### src/rtl/elink_pkg.sv
`default_nettype none

package elink_pkg;

   //########################################
   // widths
   //########################################
   localparam int pkt_w  = 104;  // emesh packet
   localparam int addr_w = 32;
   localparam int data_w = 32;
   localparam int rfaw   = 6;    // register index width

   // plain vector types
   typedef logic [pkt_w-1:0]  packet_t;
   typedef logic [addr_w-1:0] addr_t;
   typedef logic [data_w-1:0] data_t;
   typedef logic [15:0]       clk_cfg_t;   // pll settings
   typedef logic [11:0]       chipid_t;
   typedef logic [rfaw-1:0]   reg_idx_t;   // taken from addr[7:2]

   //########################################
   // packet layout, msb first
   //########################################
   typedef struct packed {
      addr_t       srcaddr;   // return address for reads
      data_t       data;
      addr_t       dstaddr;
      logic [4:0]  ctrlmode;
      logic [1:0]  datamode;
      logic        write;     // lsb of the packet
   } emesh_pkt_t;

   //########################################
   // config register group decode
   //########################################
   localparam logic [11:0] elink_id  = 12'h810;  // vs addr[31:20]
   localparam logic [2:0]  cfg_group = 3'd2;     // vs addr[10:8]

   // register indices within the group
   localparam reg_idx_t reg_reset  = reg_idx_t'(0);
   localparam reg_idx_t reg_clk    = reg_idx_t'(1);
   localparam reg_idx_t reg_chipid = reg_idx_t'(2);

   // values after nreset
   localparam clk_cfg_t clk_cfg_default = 16'h0573;  // all clocks on, slowest
   localparam chipid_t  chipid_default  = 12'h808;

   //########################################
   // stage to stage bundles
   //########################################
   // stage 1 result, fields split out
   typedef struct packed {
      logic       access;
      emesh_pkt_t pkt;
   } access_t;

   // stage 2 result, config writes already filtered
   typedef struct packed {
      logic    access;
      packet_t packet;
   } tx_t;

endpackage

`default_nettype wire

### src/rtl/elink_cfg.sv
`timescale 1ns/1ps
`default_nettype none

// stage 2 of the tx write path
// decodes the config group, holds the link registers
// and strips register writes out of the tx stream
module elink_cfg
   import elink_pkg::*;
(
   input  wire      clk,
   input  wire      nreset,          // por hard reset
   input  wire      access_t s1,     // from emesh_unpack
   output tx_t      s2,              // to etx_gate
   output logic     etx_soft_reset,  // level
   output logic     erx_soft_reset,  // level
   output clk_cfg_t clk_config,      // to the pll
   output chipid_t  chipid
);

   // decode
   addr_t    mi_addr;
   data_t    mi_din;
   reg_idx_t mi_idx;
   logic     mi_en;          // access hits our group
   logic     mi_write;       // write into the group
   logic     reset_write;
   logic     clk_write;
   logic     chipid_write;
   logic     reg_write;      // any of the three registers

   // registers
   logic [1:0] reset_reg;    // [0] tx, [1] rx
   clk_cfg_t   clk_reg;
   chipid_t    chipid_reg;

   // stream out
   logic    tx_access_q;
   packet_t tx_packet_q;

   //########################################
   // address decode
   //########################################
   assign mi_addr = s1.pkt.dstaddr;
   assign mi_din  = s1.pkt.data;
   assign mi_idx  = mi_addr[rfaw+1:2];  // word index

   assign mi_en = s1.access &
                  (mi_addr[31:20] == elink_id) &
                  (mi_addr[10:8] == cfg_group);

   assign mi_write = mi_en & s1.pkt.write;  // reads fall through

   assign reset_write  = mi_write & (mi_idx == reg_reset);
   assign clk_write    = mi_write & (mi_idx == reg_clk);
   assign chipid_write = mi_write & (mi_idx == reg_chipid);

   // unused indices are not ours, they go on to the fifo
   assign reg_write = reset_write | clk_write | chipid_write;

   //########################################
   // soft reset register
   //########################################
   always_ff @(posedge clk or negedge nreset) begin
      if (!nreset) begin
         reset_reg <= 2'b00;
      end else if (reset_write) begin
         reset_reg <= mi_din[1:0];
      end
   end

   assign etx_soft_reset = reset_reg[0];
   assign erx_soft_reset = reset_reg[1];  // exported only, rx not here

   //########################################
   // clock config register
   //########################################
   always_ff @(posedge clk or negedge nreset) begin
      if (!nreset) begin
         clk_reg <= clk_cfg_default;
      end else if (clk_write) begin
         clk_reg <= mi_din[15:0];
      end
   end

   assign clk_config = clk_reg;

   // chip id
   always_ff @(posedge clk or negedge nreset) begin
      if (!nreset) begin
         chipid_reg <= chipid_default;
      end else if (chipid_write) begin
         chipid_reg <= mi_din[11:0];
      end
   end

   assign chipid = chipid_reg;

   //########################################
   // stream filter
   //########################################
   always_ff @(posedge clk or negedge nreset) begin
      if (!nreset) begin
         tx_access_q <= 1'b0;
      end else begin
         tx_access_q <= s1.access & ~reg_write;  // eat register writes
      end
   end

   // payload follows any valid access, filtered or not
   always_ff @(posedge clk) begin
      if (s1.access) begin
         tx_packet_q <= packet_t'(s1.pkt);  // back to raw bit order
      end
   end

   assign s2.access = tx_access_q;
   assign s2.packet = tx_packet_q;

endmodule

`default_nettype wire

### src/rtl/elink_txwr_top.sv
`timescale 1ns/1ps
`default_nettype none

// tx write config slice
// unpack -> cfg decode/filter -> soft reset gate -> fifo port
module elink_txwr_top
   import elink_pkg::*;
(
   input  wire          clk,
   input  wire          nreset,             // por, async active low
   // mesh write input
   input  wire          txwr_access,
   input  wire packet_t txwr_packet,
   // toward the tx fifo
   output logic         txwr_gated_access,
   output packet_t      txwr_gated_packet,
   // config outputs
   output logic         etx_soft_reset,
   output logic         erx_soft_reset,
   output clk_cfg_t     clk_config,         // pll settings
   output chipid_t      chipid
);

   access_t s1;  // stage 1 -> 2
   tx_t     s2;  // stage 2 -> 3

   //########################################
   // pipeline
   //########################################
   emesh_unpack i_unpack (
      .clk         (clk),
      .nreset      (nreset),
      .txwr_access (txwr_access),
      .txwr_packet (txwr_packet),
      .s1          (s1)
   );

   elink_cfg i_cfg (
      .clk            (clk),
      .nreset         (nreset),
      .s1             (s1),
      .s2             (s2),
      .etx_soft_reset (etx_soft_reset),  // also feeds the gate
      .erx_soft_reset (erx_soft_reset),
      .clk_config     (clk_config),
      .chipid         (chipid)
   );

   etx_gate i_gate (
      .clk               (clk),
      .nreset            (nreset),
      .s2                (s2),
      .etx_soft_reset    (etx_soft_reset),
      .txwr_gated_access (txwr_gated_access),
      .txwr_gated_packet (txwr_gated_packet)
   );

endmodule

`default_nettype wire

### src/rtl/emesh_unpack.sv
`timescale 1ns/1ps
`default_nettype none

// stage 1 of the tx write path
// samples the strobe and splits the raw packet into mesh fields
module emesh_unpack
   import elink_pkg::*;
(
   input  wire          clk,
   input  wire          nreset,       // async, active low
   input  wire          txwr_access,  // one cycle per packet
   input  wire packet_t txwr_packet,
   output access_t      s1            // to the decoder
);

   logic       access_q;   // registered strobe
   emesh_pkt_t pkt_view;   // incoming packet as fields
   emesh_pkt_t pkt_q;      // held fields

   //########################################
   // field view
   //########################################
   // same width, so this is a pure re-label of the bits
   assign pkt_view = emesh_pkt_t'(txwr_packet);

   //########################################
   // strobe register
   //########################################
   always_ff @(posedge clk or negedge nreset) begin
      if (!nreset) begin
         access_q <= 1'b0;
      end else begin
         access_q <= txwr_access;  // no back-pressure, take every cycle
      end
   end

   //########################################
   // packet register
   //########################################
   // only moves on a real access
   // fields stay put between packets for the decoder
   always_ff @(posedge clk) begin
      if (txwr_access) begin
         pkt_q <= pkt_view;
      end
   end

   // bundle for stage 2
   assign s1.access = access_q;
   assign s1.pkt    = pkt_q;

endmodule

`default_nettype wire

### src/rtl/etx_gate.sv
`timescale 1ns/1ps
`default_nettype none

// stage 3 of the tx write path
// last register before the tx fifo port
module etx_gate
   import elink_pkg::*;
(
   input  wire          clk,
   input  wire          nreset,             // async, active low
   input  wire tx_t     s2,                 // filtered stream
   input  wire          etx_soft_reset,     // from the reset register
   output logic         txwr_gated_access,  // fifo write strobe
   output packet_t      txwr_gated_packet   // fifo write data
);

   logic fwd;  // packet actually goes to the fifo

   //########################################
   // soft reset gate
   //########################################
   // traffic reaching this stage while tx is held in soft reset is lost
   // rather than stalled, there is nowhere to park it
   assign fwd = s2.access & ~etx_soft_reset;

   //########################################
   // fifo port registers
   //########################################
   always_ff @(posedge clk or negedge nreset) begin
      if (!nreset) begin
         txwr_gated_access <= 1'b0;
      end else begin
         txwr_gated_access <= fwd;  // one cycle pulse per packet
      end
   end

   // data only changes with a forwarded strobe
   // dropped packets leave the last good one on the port
   always_ff @(posedge clk) begin
      if (fwd) begin
         txwr_gated_packet <= s2.packet;
      end
   end

endmodule

`default_nettype wire

### config.mk
export PLATFORM = sky130hd
export DESIGN_NAME = elink_txwr_top
export DESIGN_NICKNAME = d
export VERILOG_FILES = /design/src/rtl/elink_pkg.sv /design/src/rtl/elink_cfg.sv /design/src/rtl/elink_txwr_top.sv /design/src/rtl/emesh_unpack.sv /design/src/rtl/etx_gate.sv
export SDC_FILE = /design/constraint.sdc
export NUM_CORES = 1
export LEC_CHECK = 0
export ABC_AREA = 1
export BUFFER_PORTS_ARGS = -buffer_cell sky130_fd_sc_hd__buf_2
export CORE_MARGIN = 4
export CORE_UTILIZATION = 46
export DETAILED_ROUTE_END_ITERATION = 8
export PLACE_DENSITY = 0.67
export SLEW_MARGIN = 20
export SYNTH_ARGS = -nofsm -noshare
export SYNTH_HDL_FRONTEND = slang
export SYNTH_HIERARCHICAL = 1
export SYNTH_SLANG_ARGS = --single-unit
### constraint.sdc
create_clock -name clk -period 7 [get_ports clk]
set_input_delay 0.35 -clock clk [delete_from_list [all_inputs] [get_ports clk]]
set_output_delay 0.35 -clock clk [all_outputs]
set_load 0.01 [all_outputs]
==> results.tsv <==
metric	value	unit
status	finished, final reports clean	
Starting Density	0.4665	
port bufs	241	
arrival time worst endpoint	2810	ps
clock slew at reported path FFs	60	ps
Syn. warnings	6	
CP max stage cell	dfrtp_4	
vias after detailed routing	5227	
Core Area	23470	um2
number of max-cap violations	0	
post-synth top area share	0.8556	
GP Congestion	0.7960	
final setup fails	0	
VDD IR max	0.1426	mV
Fin. Hold Viols	0	
critical-path maximum fanout	55	
FMAX	412.9	MHz
clk_lat worst skew	490	ps
setup TNS	0	ps
Initial DRC Count	462	
first-pass GRT wire length	30.42	mm
H-Tree Level Count	2	
# DRC	0	
Finished Layout Cells	1111	
top cells by count, synth	edfxtp_1, nand2_1, nand4_1	
Gate power share	0.028	
DIE AREA	26340	um2
mapped cell area	10950	um2
GRT Total Usage	0.1516	
IO Pins	242	
Post-CTS Hold Buffers	1	
Pins Over Slew Limit	0	
Area growth syn-to-layout	25.11	%
remaining global-route overflow	0	
ys flop type	edfxtp_1	
drt pass-1 iters	4	
CTS tree	done	
Final WS setup	4578	ps
Core Rows	56	
sequential element share of the synthesized area	0.9320	
Final nets	873	
PD cells	324.5	nW/um2
Syn Inst Count	496	
Tcrit/Tclk final	0.3460	
CP Launch Type	flop	
per-cell routed wire length	18.21	um
DIE HEIGHT	162.3	um
final hold slack	27.91	ps
worst-case clock buffer depth	3	
root buf cell	clkbuf_16	
vias in the first global route	5372	
most instantiated library cell after synthesis	edfxtp_1	
Rel. slew slack	0.4400	
Hold Path Class	in -> reg	
detailed-route vias per instance	4.705	
Mapped Avg Cell Area	22.08	um2
FF+latch count, synth	345	
CTS resizes	0	
CTS Sinks	345	
final non-filler cell area	13700	um2
ANT nets after route	0	
initial antenna violation count	1	
total power	4.446	mW
Cell Chain, Critical Path	buf_4, nand2_1, inv_1, nand2_1, nor2_1, nand3_1, a21oi_1, nor2_1	
Post-Syn Nets	603	
CP max stage delay	870	ps
Setup WS pre-CTS	4542	ps
register share of total power	0.555	
total setup buffers inserted after CTS	0	
RSZ-0062 raised after global routing	no	
synth top area cells	edfxtp_1, dfrtp_1, nand2_1	
Setup crit end kind	flop	
Leak	5.470	nW
kind of critical path	reg -> reg	
Net Sw Power	0.8337	mW
hpwl dp	13.33	mm
cell taking the most area after synthesis	edfxtp_1	
final core utilization	0.5837	
Post-synth EDFFs	312	
fraction of layout instances using a drive strength above 1	0.3970	
clk_skew	14.38	ps
Crit path required time	7390	ps
final wirelength	20.23	mm
Slew @ Worst Pin	838.0	ps
Clock power frac	0.418	
placed cell area	12510	um2
Die X-Extent	162.3	um
Cells after DPL	1047	
Switching Share	0.1875	
Distinct cells, synth	20	
final period demand of the worst path	2422	ps
largest net degree at the start of global routing	88	
total CTS buffers	35	
Post-synth ARST share	0.09565	
Pint	3.612	mW
## layer usage
| metal | up-vias | share of wire | global-route usage |
|---|---|---|---|
| met2 | 235 | 0.49 | 0.2465 |
| li1 | 2429 | - | - |
| met1 | 2529 | 0.41 | 0.2069 |
| met3 | 34 | 0.079 | 0.03755 |
| met5 | - | 0 | 0 |
| met4 | 0 | 0.020 | 0.04268 |
## placed cells by master, fill, tap and decap left out, types with 6 or more instances in the layout
| cell | count |
|---|---|
| buf_2 | 240 |
| clkbuf_16 | 37 |
| clkinv_1 | 9 |
| clkinv_2 | 6 |
| dfrtp_1 | 23 |
| dfstp_2 | 9 |
| edfxtp_1 | 312 |
| inv_1 | 11 |
| nand2_1 | 73 |
| nand4_1 | 33 |
| nor2_1 | 8 |
## path summary, 6_finish.rpt
kind                                   start                        to  slack, ps  cells after the start
max                        i_unpack/access_q         i_cfg/tx_access_q       4580                      8
min reg2reg                  i_unpack/s1[68]     i_cfg/tx_packet_q[68]        410                      0
max in group asynchronous             nreset         i_unpack/access_q       5970                      2
min                          txwr_packet[65]           i_unpack/s1[65]         30                      1
min in group asynchronous             nreset  i_gate/txwr_gated_access        470                      2
max reg2reg                i_unpack/access_q         i_cfg/tx_access_q       4580                      8
## layout make-up
class	count	area, um2
Sequential cell	345	10210
Multi-Input combinational cell	127	625.6
Clock buffer	41	950.9
Fill cell	1713	9772
Inverter	12	45.04
Clock inverter	21	222.7
Timing Repair Buffer	245	1245
Tap cell	319	399.1
Antenna cell	1	2.502
## critical path, delay by kind of cell, from the launching register on
family                 cells  cell delay, ps
AO/OA/AOI/OAI              1             150
AND/OR/NAND/NOR            5             440
buffers and inverters      2             760
flip-flops                 1             870
## logic make-up after synthesis
family | count (synthesis) | share of synthesized area
buffers and inverters | 24 | 0.01131
AOI/OAI and AO/OA | 1 | 0.0004566
and+or+nand+nor | 126 | 0.05622
DFF | 345 | 0.9320
## power groups by stage
stage	clock, mW	combinational [mW]	sequential, mW
floorplan	0	0.0260	2.50
global placement	0	0.122	2.50
detailed placement	0	0.125	2.51
CTS	1.91	0.126	2.47
global route	2.01	0.134	2.48
finish	1.86	0.122	2.47
Note: power is estimated with default switching activity, not from simulation.
